==> config.mk <==
export PLATFORM = sky130hd
export DESIGN_NAME = lsu_port
export DESIGN_NICKNAME = d
export VERILOG_FILES = /design/src/common/mem_pkg.sv /design/src/hw/req_queue.sv /design/src/hw/lsu_port.sv
export SDC_FILE = /design/constraint.sdc
export NUM_CORES = 1
export LEC_CHECK = 0
export BUFFER_PORTS_ARGS = -buffer_cell sky130_fd_sc_hd__buf_2
export CAP_MARGIN = 10
export CORE_MARGIN = 4
export CORE_UTILIZATION = 50
export DETAILED_ROUTE_END_ITERATION = 8
export GPL_ROUTABILITY_DRIVEN = 0
export PLACE_DENSITY = 0.89
export SETUP_SLACK_MARGIN = 0.05
export SKIP_CTS_REPAIR_TIMING = 1
export SLEW_MARGIN = 20
export SYNTH_ARGS = -nofsm -noshare
export SYNTH_HDL_FRONTEND = slang
export SYNTH_HIERARCHICAL = 1
export SYNTH_SLANG_ARGS = --single-unit
==> constraint.sdc <==
create_clock -name clock -period 3.81 [get_ports clock]
set_input_delay 0.1905 -clock clock [delete_from_list [all_inputs] [get_ports clock]]
set_output_delay 0.1905 -clock clock [all_outputs]
set_load 0.01 [all_outputs]
==> src/common/mem_pkg.sv <==
/*
 * Shared constants for the memory subsystem.
 * MEM_BYTES must equal 4 * MEM_WORDS, with MEM_WORDS = 2**WORD_ADDR_W.
 * QPTR_W and QCNT_W must fit QUEUE_DEPTH; META_PTR_W must fit META_DEPTH.
 */
`default_nettype none

package mem_pkg;

    // RAM geometry
    localparam logic [31:0] MEM_BASE    = 32'h0000_0000;  // Byte address of first RAM byte
    localparam logic [31:0] MEM_BYTES   = 32'd16384;      // Size in bytes
    localparam int          MEM_WORDS   = 4096;           // Size in 32-bit words
    localparam int          WORD_ADDR_W = 12;             // Word index width

    // Request queues
    localparam int QUEUE_DEPTH = 2;                       // Entries per port, credits at reset
    localparam int QPTR_W      = 1;                       // Queue pointer width
    localparam int QCNT_W      = 2;                       // Queue fill count width

    // Load/store side FIFO, covers queue plus two pipeline stages in flight
    localparam int META_DEPTH  = QUEUE_DEPTH + 2;
    localparam int META_PTR_W  = 2;

    // RV32 funct3 access codes, loads and stores told apart by we
    localparam logic [2:0] F3_LB  = 3'b000;
    localparam logic [2:0] F3_LH  = 3'b001;
    localparam logic [2:0] F3_LW  = 3'b010;
    localparam logic [2:0] F3_LBU = 3'b100;
    localparam logic [2:0] F3_LHU = 3'b101;
    localparam logic [2:0] F3_SB  = 3'b000;
    localparam logic [2:0] F3_SH  = 3'b001;
    localparam logic [2:0] F3_SW  = 3'b010;

endpackage

`default_nettype wire

==> src/hw/req_queue.sv <==
/*
 * Circular request FIFO of QUEUE_DEPTH entries.
 * No full check: the credit rule keeps pushes within capacity.
 * credit is pop delayed by one cycle, one pulse per entry leaving.
 */
`timescale 1ns/1ps
`default_nettype none

module req_queue #(
    parameter int ENTRY_W = 8
) (
    input  logic               clock,
    input  logic               rst_n,
    input  logic               push,
    input  logic [ENTRY_W-1:0] push_entry,
    input  logic               pop,
    output logic               valid,
    output logic [ENTRY_W-1:0] head,
    output logic               credit
);
    import mem_pkg::*;

    logic [ENTRY_W-1:0] entries [QUEUE_DEPTH];  // Payload storage
    logic [QPTR_W-1:0]  wr_ptr;
    logic [QPTR_W-1:0]  rd_ptr;
    logic [QCNT_W-1:0]  count;                  // Entries held

    assign valid = (count != '0);
    assign head  = entries[rd_ptr];             // Head shown while valid

    always_ff @(posedge clock) begin
        if (!rst_n) begin
            wr_ptr <= '0;
            rd_ptr <= '0;
            count  <= '0;
            credit <= 1'b0;
        end else begin
            if (push) begin
                wr_ptr <= (wr_ptr == QPTR_W'(QUEUE_DEPTH - 1)) ? '0 : wr_ptr + 1'b1;
            end
            if (pop) begin
                rd_ptr <= (rd_ptr == QPTR_W'(QUEUE_DEPTH - 1)) ? '0 : rd_ptr + 1'b1;
            end
            case ({push, pop})
                2'b10:   count <= count + 1'b1;
                2'b01:   count <= count - 1'b1;
                default: count <= count;        // Idle or push and pop together
            endcase
            credit <= pop;                      // Credit back one cycle after grant
        end
    end

    always_ff @(posedge clock) begin
        if (push) begin
            entries[wr_ptr] <= push_entry;
        end
    end

endmodule

`default_nettype wire

==> src/hw/lsu_port.sv <==
/*
 * Load/store front end using RV32 funct3 codes.
 * Misaligned, out-of-range or unknown-size accesses are queued as faults.
 * Stores and faults respond with data 0. Loads are sign or zero extended.
 */
`timescale 1ns/1ps
`default_nettype none

module lsu_port (
    input  logic                          clock,
    input  logic                          rst_n,
    input  logic                          data_valid,
    input  logic                          data_we,
    input  logic [2:0]                    data_funct3,
    input  logic [31:0]                   data_addr,
    input  logic [31:0]                   data_wdata,
    output logic                          data_credit,
    output logic                          q_valid,
    output logic [mem_pkg::WORD_ADDR_W-1:0] q_word_idx,
    output logic [3:0]                    q_be,
    output logic [31:0]                   q_wdata,
    output logic                          q_fault,
    input  logic                          q_pop,
    input  logic                          rd_valid,
    input  logic [31:0]                   rd_word,
    input  logic                          rd_fault,
    output logic                          data_rsp_valid,
    output logic [31:0]                   data_rsp_rdata,
    output logic                          data_rsp_fault
);
    import mem_pkg::*;

    localparam int ENTRY_W = WORD_ADDR_W + 37;   // fault, index, be, wdata

    logic [31:0]        offset;
    logic [1:0]         acc_size;                // 0 byte, 1 half, 2 word, 3 illegal
    logic [3:0]         lane_be;
    logic               misalign;
    logic               req_fault;
    logic [ENTRY_W-1:0] req_entry;
    logic [ENTRY_W-1:0] head_entry;

    logic [5:0]            meta_mem [META_DEPTH]; // {we, funct3, addr[1:0]}
    logic [META_PTR_W-1:0] meta_wr;
    logic [META_PTR_W-1:0] meta_rd;
    logic                  m_we;
    logic [2:0]            m_funct3;
    logic [1:0]            m_off;
    logic [31:0]           rd_shift;             // Addressed lane moved to bit 0
    logic [31:0]           load_data;

    assign offset = data_addr - MEM_BASE;

    always_comb begin
        if (data_we) begin
            case (data_funct3)
                F3_SB:   acc_size = 2'd0;
                F3_SH:   acc_size = 2'd1;
                F3_SW:   acc_size = 2'd2;
                default: acc_size = 2'd3;        // No unsigned store
            endcase
        end else begin
            case (data_funct3)
                F3_LB, F3_LBU: acc_size = 2'd0;
                F3_LH, F3_LHU: acc_size = 2'd1;
                F3_LW:         acc_size = 2'd2;
                default:       acc_size = 2'd3;
            endcase
        end
    end

    always_comb begin
        case (acc_size)
            2'd0: begin
                lane_be  = 4'b0001 << data_addr[1:0];
                misalign = 1'b0;
            end
            2'd1: begin
                lane_be  = 4'b0011 << {data_addr[1], 1'b0};
                misalign = data_addr[0];
            end
            2'd2: begin
                lane_be  = 4'b1111;
                misalign = (data_addr[1:0] != 2'b00);
            end
            default: begin
                lane_be  = 4'b0000;
                misalign = 1'b1;                 // Illegal size faults like misalign
            end
        endcase
    end

    assign req_fault = (offset >= MEM_BYTES) || misalign;
    // Loads and faults carry no lanes, RAM sees a read or nothing
    assign req_entry = {req_fault, offset[WORD_ADDR_W+1:2],
                        (data_we && !req_fault) ? lane_be : 4'b0000,
                        data_wdata << {data_addr[1:0], 3'b000}};

    req_queue #(.ENTRY_W(ENTRY_W)) u_queue (
        .clock      (clock),
        .rst_n      (rst_n),
        .push       (data_valid),
        .push_entry (req_entry),
        .pop        (q_pop),
        .valid      (q_valid),
        .head       (head_entry),
        .credit     (data_credit)
    );

    assign {q_fault, q_word_idx, q_be, q_wdata} = head_entry;

    // Side FIFO, pushed with each request, popped with each RAM return
    always_ff @(posedge clock) begin
        if (!rst_n) begin
            meta_wr <= '0;
            meta_rd <= '0;
        end else begin
            if (data_valid) begin
                meta_wr <= (meta_wr == META_PTR_W'(META_DEPTH - 1)) ? '0 : meta_wr + 1'b1;
            end
            if (rd_valid) begin
                meta_rd <= (meta_rd == META_PTR_W'(META_DEPTH - 1)) ? '0 : meta_rd + 1'b1;
            end
        end
    end

    always_ff @(posedge clock) begin
        if (data_valid) begin
            meta_mem[meta_wr] <= {data_we, data_funct3, data_addr[1:0]};
        end
    end

    assign {m_we, m_funct3, m_off} = meta_mem[meta_rd];
    assign rd_shift = rd_word >> {m_off, 3'b000};

    always_comb begin
        case (m_funct3)
            F3_LB:   load_data = {{24{rd_shift[7]}}, rd_shift[7:0]};
            F3_LBU:  load_data = {24'd0, rd_shift[7:0]};
            F3_LH:   load_data = {{16{rd_shift[15]}}, rd_shift[15:0]};
            F3_LHU:  load_data = {16'd0, rd_shift[15:0]};
            F3_LW:   load_data = rd_shift;        // Offset is 0 when aligned
            default: load_data = 32'd0;
        endcase
        if (m_we || rd_fault) begin
            load_data = 32'd0;                    // Stores and faults read as 0
        end
    end

    always_ff @(posedge clock) begin
        if (!rst_n) begin
            data_rsp_valid <= 1'b0;
        end else begin
            data_rsp_valid <= rd_valid;
        end
    end

    always_ff @(posedge clock) begin
        data_rsp_rdata <= load_data;
        data_rsp_fault <= rd_fault;
    end

endmodule

`default_nettype wire

==> results.json <==
{
  "status": "completed",
  "path_delay_family": "multiplexers",
  "drv_slew": 0,
  "fin_skew_ps": 5.26,
  "cap_violations": 0,
  "drt_iter0_drc": 313,
  "clock-sinks": 168,
  "period_minus_slack_ps": 3040,
  "slowest_delay_ps": 940,
  "fin_ws_ps": 766,
  "overflow": 0,
  "arrival_ps": 3290,
  "criticalPathCategory": "reg2reg",
  "syn_area_sq_mm": 0.00703,
  "rsz0062_at_grt": "false",
  "report.power.total_mw": 4.32,
  "max_slew_margin": 0.251,
  "tns_ps": 0,
  "tightest_slew_ps": 1120,
  "dieHeight_um": 127,
  "dieArea_sq_mm": 0.0160,
  "hold_path_class": "in2reg",
  "vias": 4778,
  "grt_max_degree": 43,
  "syn_avg_cell_area_sq_um": 14.4,
  "utilization": 0.636,
  "drt_first_pass_iters": 5,
  "first_global_vias": 4894,
  "worst-path-max-fanout": 38,
  "synth_cell_types": 43,
  "antenna_found_initial": 0,
  "grt_pass1_wl_um": 24600,
  "dpl.hpwl_um": 11300,
  "drt-total-wl_um": 15900,
  "ys_ff_latch": 168,
  "clock_path_buffers": 2,
  "drc": 0,
  "cts_tree": "yes",
  "mostFrequentLayoutCell": "buf_2",
  "crit_required_ps": 4050,
  "layout_common_cells": "190 x buf_2, 122 x edfxtp_1, 50 x mux2_2",
  "drtAntennaViolNets": 0,
  "place_ws_ps": 829,
  "max_freq_mhz": 328,
  "path_cells": "mux4_2 -> mux2i_1 -> mux2i_1 -> o2111ai_2 -> o21ai_0",
  "leakagePower_nw": 3.56,
  "portBuffers": 190,
  "hold_viol_final": 0,
  "ios": 191,
  "worstSkewPairLatency_ps": 410,
  "critical_path.slowest_cell": "mux4_2",
  "nNetsFinal": 800,
  "critPathMostFrequentCell": "mux2i_1",
  "num_rows": 43,
  "final_area_sq_mm": 0.00879,
  "detail_route.wl_per_cell_um": 18.0,
  "worst-path-buf-inv": 0,
  "start_util": 0.508,
  "clock-root-buffer": "clkbuf_16",
  "layout-drive-gt1-share": 0.404,
  "cts_buffers": 17,
  "p_per_area_mw_per_mm2": 491,
  "antenna_cells": 0,
  "syn_nets": 600,
  "die_width_um": 127,
  "endpoint_kind": "register",
  "peakVddDrop_uv": 332,
  "core_area_sq_mm": 0.0138,
  "fillers": 1018,
  "yosysWarnings": 6,
  "path_clk_slew_ps": 60,
  "track_usage": 0.195,
  "syn_inst": 488,
  "setup_viol": 0,
  "yosysSeqAreaShare": 0.652,
  "period_share": 0.799,
  "cts_max_level": 4,
  "start_kind": "register",
  "syn2layout_area_growth_pct": 25.1,
  "place_area_sq_mm": 0.00810,
  "drt-vias-per-instance": 5.42
}
## stage by stage
stage	std cells	hold WS [ps]
final	881	21.3
after global routing	881	28.1
after CTS	868	-88.9
after detailed placement	836	353
after global placement	836	349
after floorplan	488	218
## sequential cells by signal, summed over array words and instances, names as in the netlist, named ones only
signal           flops
u_queue/entries     98
data_rsp_rdata      32
meta_mem            24
meta_rd              2
meta_wr              2
u_queue/count        2
data_rsp_fault       1
data_rsp_valid       1
u_queue/credit       1
u_queue/rd_ptr       1
u_queue/wr_ptr       1
## worst paths after layout
kind | startpoint | endpoint | slack [ps] | cells past startpoint
hold / removal | q_pop | u_queue/credit | 20 | 2
hold reg to reg | u_queue/count[1] | u_queue/count[1] | 500 | 2
setup reg to reg | register | data_rsp_rdata[17] | 770 | 5
setup / recovery | register | data_rsp_rdata[17] | 770 | 5
## final cells by class
class | instances | area, sq um | area share
well taps | 180 | 225 | 0.0256
clock buffers | 30 | 552 | 0.0628
multi-input cells | 281 | 2260 | 0.257
flip-flops and latches | 168 | 4590 | 0.522
repair buffers | 206 | 1100 | 0.126
inverters | 14 | 52.6 | 0.00598
clock inverters | 2 | 10.0 | 0.00114
## Yosys cell counts
| cell type | instances | share of area |
|---|---|---|
| a211oi_1 | 20 | 0.021 |
| a21boi_0 | 1 | 0.0011 |
| a21boi_1 | 1 | 0.0011 |
| a21oi_1 | 19 | 0.014 |
| and2_1 | 18 | 0.016 |
| and2b_1 | 2 | 0.0021 |
| buf_1 | 1 | 0.00053 |
| buf_2 | 7 | 0.0050 |
| buf_4 | 1 | 0.0011 |
| buf_6 | 4 | 0.0064 |
| clkbuf_1 | 11 | 0.0059 |
| clkbuf_2 | 1 | 0.00071 |
| dfxtp_1 | 46 | 0.13 |
| edfxtp_1 | 122 | 0.52 |
| ha_1 | 6 | 0.011 |
| inv_1 | 14 | 0.0075 |
| mux2_2 | 50 | 0.080 |
| mux2i_1 | 38 | 0.054 |
| mux4_1 | 1 | 0.0037 |
| mux4_2 | 7 | 0.022 |
| nand2_1 | 17 | 0.0091 |
| nand2b_1 | 6 | 0.0053 |
| nand3_1 | 3 | 0.0021 |
| nand4_1 | 1 | 0.00089 |
| nand4b_1 | 1 | 0.0012 |
| nor2_1 | 17 | 0.0091 |
| nor2b_1 | 20 | 0.018 |
| nor3_1 | 1 | 0.00071 |
| nor3_2 | 1 | 0.0014 |
| nor4_1 | 5 | 0.0045 |
| o2111ai_2 | 1 | 0.0021 |
| o21a_1 | 1 | 0.0011 |
| o21ai_0 | 19 | 0.014 |
| o21ai_1 | 1 | 0.00071 |
| o21ai_2 | 1 | 0.0012 |
| o21bai_1 | 1 | 0.0011 |
| o221ai_1 | 1 | 0.0012 |
| o22ai_1 | 8 | 0.0071 |
| o31ai_1 | 8 | 0.0085 |
| or2_2 | 1 | 0.00089 |
| or3_1 | 1 | 0.00089 |
| xnor2_1 | 2 | 0.0025 |
| xor2_1 | 1 | 0.0012 |
## where the power goes
part	total, mW	internal [mW]	switching (mW)
combinational	0.593	0.271	0.322
sequential	2.13	2.08	0.0518
clock	1.59	0.975	0.619
total	4.32	3.32	0.993
## per-layer routing
layer / global-route usage / wire length, um
met1: 0.229 / 6310
met2: 0.331 / 7910
met3: 0.0543 / 1140
met4: 0.0959 / 524
met5: 0 / 0
## cell families after synthesis
kind of cell | after synthesis | synth area share
flops | 168 | 0.652
mux | 96 | 0.160
simple gates | 94 | 0.0721
compound gates | 82 | 0.0737
buf+inv | 39 | 0.0271
fa+ha+maj | 6 | 0.0107
xor+xnor | 3 | 0.00374
Power figures use the tool's default switching activity.
