==> src/common/mem_pkg.sv <==
/*
 * Shared constants for the memory subsystem.
 * MEM_BYTES must equal 4 * MEM_WORDS, with MEM_WORDS = 2**WORD_ADDR_W.
 * QPTR_W and QCNT_W must fit QUEUE_DEPTH; META_PTR_W must fit META_DEPTH.
 */
`default_nettype none

package mem_pkg;

    // RAM geometry
    localparam logic [31:0] MEM_BASE    = 32'h0000_0000;  // Byte address of first RAM byte
    localparam logic [31:0] MEM_BYTES   = 32'd16384;      // Size in bytes
    localparam int          MEM_WORDS   = 4096;           // Size in 32-bit words
    localparam int          WORD_ADDR_W = 12;             // Word index width

    // Request queues
    localparam int QUEUE_DEPTH = 2;                       // Entries per port, credits at reset
    localparam int QPTR_W      = 1;                       // Queue pointer width
    localparam int QCNT_W      = 2;                       // Queue fill count width

    // Load/store side FIFO, covers queue plus two pipeline stages in flight
    localparam int META_DEPTH  = QUEUE_DEPTH + 2;
    localparam int META_PTR_W  = 2;

    // RV32 funct3 access codes, loads and stores told apart by we
    localparam logic [2:0] F3_LB  = 3'b000;
    localparam logic [2:0] F3_LH  = 3'b001;
    localparam logic [2:0] F3_LW  = 3'b010;
    localparam logic [2:0] F3_LBU = 3'b100;
    localparam logic [2:0] F3_LHU = 3'b101;
    localparam logic [2:0] F3_SB  = 3'b000;
    localparam logic [2:0] F3_SH  = 3'b001;
    localparam logic [2:0] F3_SW  = 3'b010;

endpackage

`default_nettype wire

==> src/hw/req_queue.sv <==
/*
 * Circular request FIFO of QUEUE_DEPTH entries.
 * No full check: the credit rule keeps pushes within capacity.
 * credit is pop delayed by one cycle, one pulse per entry leaving.
 */
`timescale 1ns/1ps
`default_nettype none

module req_queue #(
    parameter int ENTRY_W = 8
) (
    input  logic               clock,
    input  logic               rst_n,
    input  logic               push,
    input  logic [ENTRY_W-1:0] push_entry,
    input  logic               pop,
    output logic               valid,
    output logic [ENTRY_W-1:0] head,
    output logic               credit
);
    import mem_pkg::*;

    logic [ENTRY_W-1:0] entries [QUEUE_DEPTH];  // Payload storage
    logic [QPTR_W-1:0]  wr_ptr;
    logic [QPTR_W-1:0]  rd_ptr;
    logic [QCNT_W-1:0]  count;                  // Entries held

    assign valid = (count != '0);
    assign head  = entries[rd_ptr];             // Head shown while valid

    always_ff @(posedge clock) begin
        if (!rst_n) begin
            wr_ptr <= '0;
            rd_ptr <= '0;
            count  <= '0;
            credit <= 1'b0;
        end else begin
            if (push) begin
                wr_ptr <= (wr_ptr == QPTR_W'(QUEUE_DEPTH - 1)) ? '0 : wr_ptr + 1'b1;
            end
            if (pop) begin
                rd_ptr <= (rd_ptr == QPTR_W'(QUEUE_DEPTH - 1)) ? '0 : rd_ptr + 1'b1;
            end
            case ({push, pop})
                2'b10:   count <= count + 1'b1;
                2'b01:   count <= count - 1'b1;
                default: count <= count;        // Idle or push and pop together
            endcase
            credit <= pop;                      // Credit back one cycle after grant
        end
    end

    always_ff @(posedge clock) begin
        if (push) begin
            entries[wr_ptr] <= push_entry;
        end
    end

endmodule

`default_nettype wire

==> src/hw/fetch_port.sv <==
/*
 * Instruction fetch front end. Word accesses only.
 * Unaligned or out-of-range fetches are queued as faults and
 * return data 0 with fault set. Responses come back in order.
 */
`timescale 1ns/1ps
`default_nettype none

module fetch_port (
    input  logic                          clock,
    input  logic                          rst_n,
    input  logic                          fetch_valid,
    input  logic [31:0]                   fetch_addr,
    output logic                          fetch_credit,
    output logic                          q_valid,
    output logic [mem_pkg::WORD_ADDR_W-1:0] q_word_idx,
    output logic                          q_fault,
    input  logic                          q_pop,
    input  logic                          rd_valid,
    input  logic [31:0]                   rd_word,
    input  logic                          rd_fault,
    output logic                          fetch_rsp_valid,
    output logic [31:0]                   fetch_rsp_data,
    output logic                          fetch_rsp_fault
);
    import mem_pkg::*;

    logic [31:0]          offset;                // Byte offset into RAM
    logic                 req_fault;
    logic [WORD_ADDR_W:0] req_entry;             // {fault, word index}
    logic [WORD_ADDR_W:0] head_entry;

    assign offset    = fetch_addr - MEM_BASE;
    assign req_fault = (offset >= MEM_BYTES) || (fetch_addr[1:0] != 2'b00);
    assign req_entry = {req_fault, offset[WORD_ADDR_W+1:2]};

    req_queue #(.ENTRY_W(WORD_ADDR_W + 1)) u_queue (
        .clock      (clock),
        .rst_n      (rst_n),
        .push       (fetch_valid),
        .push_entry (req_entry),
        .pop        (q_pop),
        .valid      (q_valid),
        .head       (head_entry),
        .credit     (fetch_credit)
    );

    assign {q_fault, q_word_idx} = head_entry;

    always_ff @(posedge clock) begin
        if (!rst_n) begin
            fetch_rsp_valid <= 1'b0;
        end else begin
            fetch_rsp_valid <= rd_valid;
        end
    end

    always_ff @(posedge clock) begin
        fetch_rsp_data  <= rd_fault ? 32'd0 : rd_word;   // Faulted fetch reads as 0
        fetch_rsp_fault <= rd_fault;
    end

endmodule

`default_nettype wire

==> config.mk <==
export PLATFORM = sky130hd
export DESIGN_NAME = fetch_port
export DESIGN_NICKNAME = d
export VERILOG_FILES = /design/src/common/mem_pkg.sv /design/src/hw/req_queue.sv /design/src/hw/fetch_port.sv
export SDC_FILE = /design/constraint.sdc
export NUM_CORES = 1
export LEC_CHECK = 0
export BUFFER_PORTS_ARGS = -buffer_cell sky130_fd_sc_hd__buf_2
export CORE_ASPECT_RATIO = 1.75
export CORE_UTILIZATION = 39
export CTS_CLUSTER_SIZE = 10
export DETAILED_ROUTE_END_ITERATION = 10
export PLACE_DENSITY = 0.74
export SKIP_CTS_REPAIR_TIMING = 1
export SLEW_MARGIN = 40
export SYNTH_ARGS = -nofsm -noshare
export SYNTH_HDL_FRONTEND = slang
export SYNTH_HIERARCHICAL = 1
export SYNTH_SLANG_ARGS = --single-unit
==> constraint.sdc <==
create_clock -name clock -period 1.2 [get_ports clock]
set_clock_uncertainty 0.05 [all_clocks]
set_input_delay 0.18 -clock clock [delete_from_list [all_inputs] [get_ports clock]]
set_output_delay 0.18 -clock clock [all_outputs]
set_load 0.01 [all_outputs]
==> results.toml, run 1 <==
[clock_network]
cts.sinks = 66
clk_pin_slew_worst_paths_ps = 70
insertion_delay_ps = 320
clockRootBuffer = "clkbuf_8"
numCtsBuffers = 9
cts_max_path_buffers = 2
cts_tree = "yes"
cts_htree_levels = 3

[cells_and_area]
nets = 363
antenna_cells = 0
fin_util_pct = 65.4
drive_gt1_share_pct = 54.9
final_cells = 352
area_delta_synth_final_pct = 62.5

[floorplanning]
design.core.area_sq_mm = 0.00526
start_util_pct = 40.2
dieArea_sq_mm = 0.00573
die_height_um = 99.4
row_count = 35
die_w_um = 57.6
ios = 119

[timing]
relSlewSlack_pct = 79.3
drv_slew = 0
setup_violations = 14
worstMarginPinSlew_ps = 310
rsz0062_at_grt = "true"
finalCriticalPeriod_ps = 1510
timing.fmax_ghz = 0.661
hold_ws_ps = 5.35
period_share_pct = 126
finalHoldViolations = 0
finalWorstSetupSlack_ps = -314

[detailed_routing]
finalWirelength_um = 4750
drc = 8
vias_per_cell = 4.53
drtIter0Drc = 57
routedWlPerCell_um = 13.5
antenna_left = 0
num_vias = 1595
dr.pass1.iters = 7

[synth]
synth_xor_area_share_pct = 1.24
synth_compound_area_share_pct = 0.947
ys_ff_latch = 66
syn_avg_cell_area_sq_um = 15.1
synth-simple-area-share_pct = 14.3
yosysSeqAreaShare_pct = 74.8
synth_top_family_by_area = "simple AND/OR/NAND/NOR gates"
synthesis.nets = 211
synth_mux_area_share_pct = 6.93
netlist_instances = 140
synthesis.yosys.warnings = 6
syn-cell-area_sq_mm = 0.00211
synthAdderAreaFrac_pct = 0.592
ys_types = 19

[run_status]
violations = "design-rule violations, negative setup slack"
outcome = "finished, violations left"

[worst_setup_path]
rr_endpoint = "u_queue/count[1]$_SDFFE_PN0P_"
slowest_stage = "dfxtp_4"
slowest_delay_ps = 370
crit_type = "reg -> out"
crit_arrival_ps = 1280
worstReg2RegStart = "u_queue/count[0]$_SDFFE_PN0P_"
worst_setup_path_end_kind = "primary output"
r2r_cells = 4
cp.required_ps = 970
setup.worst_path.start_class = "flip-flop"
cp_max_fo = 6
crit_chain = "clkbuf_16 > mux2_4 > buf_6"
regToRegSetupSlack_ps = 80

[placement]
place_congestion = 0.696
dp_hpwl_um = 3150
placed_cells = 316
numPortBuffers = 118
dp_slack_ps = -41.2

[min_path]
min_from = "rd_valid"
hold_end = "fetch_rsp_valid$_SDFF_PN0_"
holdPathStages = 2
worstHoldPathType = "in -> reg"

[global_route]
track_usage_pct = 14.9
grt_overflow = 0
first_global_vias = 1443
grt_pass1_wl_um = 6160
grt_max_degree = 23
antenna_found_initial = 0

[power]
power_uw = 5260
powerDensity_mw_per_mm2 = 1530
ir_worst_vdd_uv = 892
p_leak_uw = 0.00159

[job]
drv_cap = 0
## sequential cells by signal (all words and copies together), names as in the netlist, named ones only
| name | count |
|---|---|
| fetch_rsp_data | 32 |
| u_queue/entries | 26 |
| fetch_rsp_valid | 1 |
| u_queue/rd_ptr | 1 |
| fetch_rsp_fault | 1 |
| u_queue/count | 2 |
| u_queue/credit | 1 |
| u_queue/wr_ptr | 1 |
## cell type report
type                    instances  area (sq um)
clock buffers                  13           190
well taps                      55          68.8
multi-input cells              69           563
clock inverters                 3          42.5
repair buffers                145           978
inverters                       1          3.75
fillers                       410          1820
flip-flops and latches         66          1590
## metal layers
layer	part of all wire, %	global-route usage, %
met4	2.0	11.4
met3	6.9	3.64
met2	55	24.9
met1	36	15.7
met5	0	0
## worst max-delay path, delay by kind of cell (launching register included)
kind,cells,cell delay [ps]
flops,1,370
mux,1,310
buf+inv,2,270
## Yosys cell counts
library cell | count | area, sq um
a21boi_1 | 1 | 7.51
and2_1 | 6 | 37.5
and3_1 | 1 | 6.26
buf_2 | 4 | 20.0
dfxtp_1 | 40 | 801
edfxtp_1 | 26 | 781
ha_1 | 1 | 12.5
inv_1 | 1 | 3.75
mux2_2 | 13 | 146
nand3_1 | 1 | 5.00
nor2_1 | 1 | 3.75
nor2b_1 | 33 | 206
nor4_1 | 5 | 31.3
o21a_1 | 1 | 7.51
o21ai_0 | 1 | 5.00
or2_2 | 1 | 6.26
or3_1 | 1 | 6.26
xnor2_1 | 2 | 17.5
xor2_1 | 1 | 8.76
## power breakdown
part | internal [uW] | switching, uW
clock network | 1250 | 781
registers | 2460 | 40.4
logic | 449 | 276
## cell families (layout without fill, tap and decap cells)
kind of cell | count (synthesis) | after routing
compound gates | 3 | 3
xor+xnor | 3 | 3
fa+ha+maj | 1 | 1
buf+inv | 5 | 162
flops | 66 | 66
mux | 13 | 13
simple gates | 49 | 49
## how the worst max path moves through the flow
stage,slack (ps),end
after global routing,-360,q_word_idx[4]
after floorplan,20,q_fault
after global placement,-4,u_queue/count[1]$_SDFFE_PN0P_
final,-310,q_word_idx[4]
after CTS,-380,q_word_idx[2]
after detailed placement,-40,u_queue/count[1]$_SDFFE_PN0P_
## per-stage QoR
| step | area [sq um] | setup TNS (ps) |
|---|---|---|
| after global placement | 2850 | -5.88 |
| after detailed placement | 2850 | -515 |
| after CTS | 3080 | -5590 |
| final | 3430 | -3900 |
| after global routing | 3430 | -4560 |
| after floorplan | 2120 | 0 |
## layout by cell type (no fill, tap or decap), types with 2 or more instances in the layout
cell type | synthesis | final
and2_1 | 6 | 5
buf_12 | 0 | 3
buf_2 | 4 | 104
buf_4 | 0 | 6
buf_6 | 0 | 14
clkbuf_16 | 0 | 2
clkbuf_8 | 0 | 12
dfxtp_1 | 40 | 37
dfxtp_2 | 0 | 2
dlygate4sd3_1 | 0 | 17
edfxtp_1 | 26 | 26
mux2_4 | 0 | 13
nor2b_1 | 33 | 33
nor4_1 | 5 | 5
xnor2_1 | 2 | 2
Power figures use the tool's default switching activity.
==> run 2, diff against run 1 <==
- SETUP_SLACK_MARGIN: default -> 0.1
==> results.toml, run 2 (synthesis results as in run 1) <==
[power]
powerDensity_mw_per_mm2 = 1400
ir_worst_vdd_uv = 1080
p_leak_uw = 0.00156

[floorplanning]
die_w_um = 57.6
row_count = 35
design.core.area_sq_mm = 0.00526
start_util_pct = 40.2
ios = 119
die_height_um = 99.4
dieArea_sq_mm = 0.00573

[timing]
timing.fmax_ghz = 0.662
relSlewSlack_pct = 84.2
setup_violations = 14
drv_slew = 0
worstMarginPinSlew_ps = 234
finalHoldViolations = 0
rsz0062_at_grt = "true"
finalWorstSetupSlack_ps = -312
period_share_pct = 126
finalCriticalPeriod_ps = 1510

[worst_setup_path]
slowest_stage = "dfxtp_4"
slowest_delay_ps = 370
worst_setup_path_end_kind = "primary output"
rr_endpoint = "u_queue/count[1]$_SDFFE_PN0P_"
path_depth = 3
crit_type = "reg -> out"
crit_arrival_ps = 1280
endpoint = "q_word_idx[1]"
cp_top_family = "flip-flops"
setup.worst_path.start_class = "flip-flop"
r2r_cells = 3
worstReg2RegStart = "u_queue/count[0]$_SDFFE_PN0P_"
crit_chain = "clkbuf_16 > mux2_4 > buf_6"
crit_buf_inv = 2
regToRegSetupSlack_ps = 150
cp_max_fo = 6
cp.required_ps = 970

[cells_and_area]
nFillCells = 397
top_regs = "fetch_rsp_data: 32 flops, u_queue/entries: 26 flops, u_queue/count: 2 flops"
nets = 366
mostFrequentLayoutCells = "104 x buf_2, 37 x dfxtp_1, 33 x nor2b_1"
final_area_sq_mm = 0.00339
drive_gt1_share_pct = 53.7
regMostFlops = "fetch_rsp_data"
largest_reg_flops = 32
final_common_cell = "buf_2"
area_delta_synth_final_pct = 60.3
antenna_cells = 0

[detailed_routing]
drtIter0Drc = 30
wl_met1_um = 1620
routedWlPerCell_um = 13.6
num_vias = 1615
met2_length_um = 2800
dr.pass1.iters = 7
antenna_left = 0
drc = 11
vias_per_cell = 4.55
wl_met3_um = 329
routed.top_layer = "met4"
finalWirelength_um = 4830

[placement]
numPortBuffers = 118
dp_hpwl_um = 3110
dp_slack_ps = -10.8
placed_area_sq_mm = 0.00284
place_congestion = 0.645

[clock_network]
clockRootBuffer = "clkbuf_8"
cts.sinks = 66
cts_max_path_buffers = 2
cts_tree = "yes"
clk_pin_slew_worst_paths_ps = 70
numCtsBuffers = 9
insertion_delay_ps = 320
cts_htree_levels = 3

[global_route]
first_global_vias = 1463
grt_overflow = 0
antenna_found_initial = 0
track_usage_pct = 14.7
grt_pass1_wl_um = 6000
grt_max_degree = 23

[run_status]
outcome = "finished, violations left"
violations = "design-rule violations, negative setup slack"

[job]
drv_cap = 0

[min_path]
worstHoldPathType = "in -> reg"
## run 2: changes by cell type in the layout (fill, tap and decap cells not counted), sizes merged
cell / before / now
clkinv: 1 / 4
clkinvlp: 1 / 2
bufinv: 1 / 0
dlygate4sd3: 17 / 20
clkbuf: 14 / 11
## run 2: area by class of cell
type | count | area (sq um) | area share (%)
inverters | 1 | 3.75 | 0.111
flip-flops and latches | 66 | 1590 | 46.9
multi-input cells | 69 | 569 | 16.8
repair buffers | 148 | 996 | 29.4
well taps | 55 | 68.8 | 2.03
clock inverters | 6 | 33.8 | 0.997
clock buffers | 10 | 128 | 3.77
## run 2: worst min path at each step
stage	slack, ps	end	startpoint	cells after the start
6_report	8	fetch_rsp_data[10]$_SDFF_PP0_	rd_word[10]	2
3_3_place_gp	320	u_queue/entries[0][2]$_DFFE_PP_	fetch_addr[4]	1
2_1_floorplan	160	fetch_rsp_fault$_DFF_P_	rd_fault	0
3_5_place_dp	320	u_queue/entries[1][0]$_DFFE_PP_	fetch_addr[2]	1
5_1_grt	-9	fetch_rsp_data[5]$_SDFF_PP0_	rd_word[5]	2
4_1_cts	-30	u_queue/entries[1][10]$_DFFE_PP_	fetch_addr[12]	1
## run 2: metrics by stage
stage	setup TNS [ps]	hold WS [ps]	cells	util, %	power (uW)
global placement	0	319	317	54.1	3060
global route	-4570	-8.99	355	64.5	4970
floorplan	0	158	140	-	2790
detailed placement	-20.9	322	317	54.1	3080
finish	-3830	7.63	355	64.5	4740
CTS	-4380	-34.2	333	57.2	4590
## run 2: layer usage
metal,vias up,global-route usage (%)
li1,790,-
met1,735,12.2
met2,83,27.8
met3,7,5.33
met4,0,9.19
met5,-,0
## run 2: power by group
group | internal [uW] | switching (uW) | total [uW]
Combinational | 449 | 278 | 727
Clock | 730 | 779 | 1510
Sequential | 2460 | 43.5 | 2500
Total | 3640 | 1100 | 4740
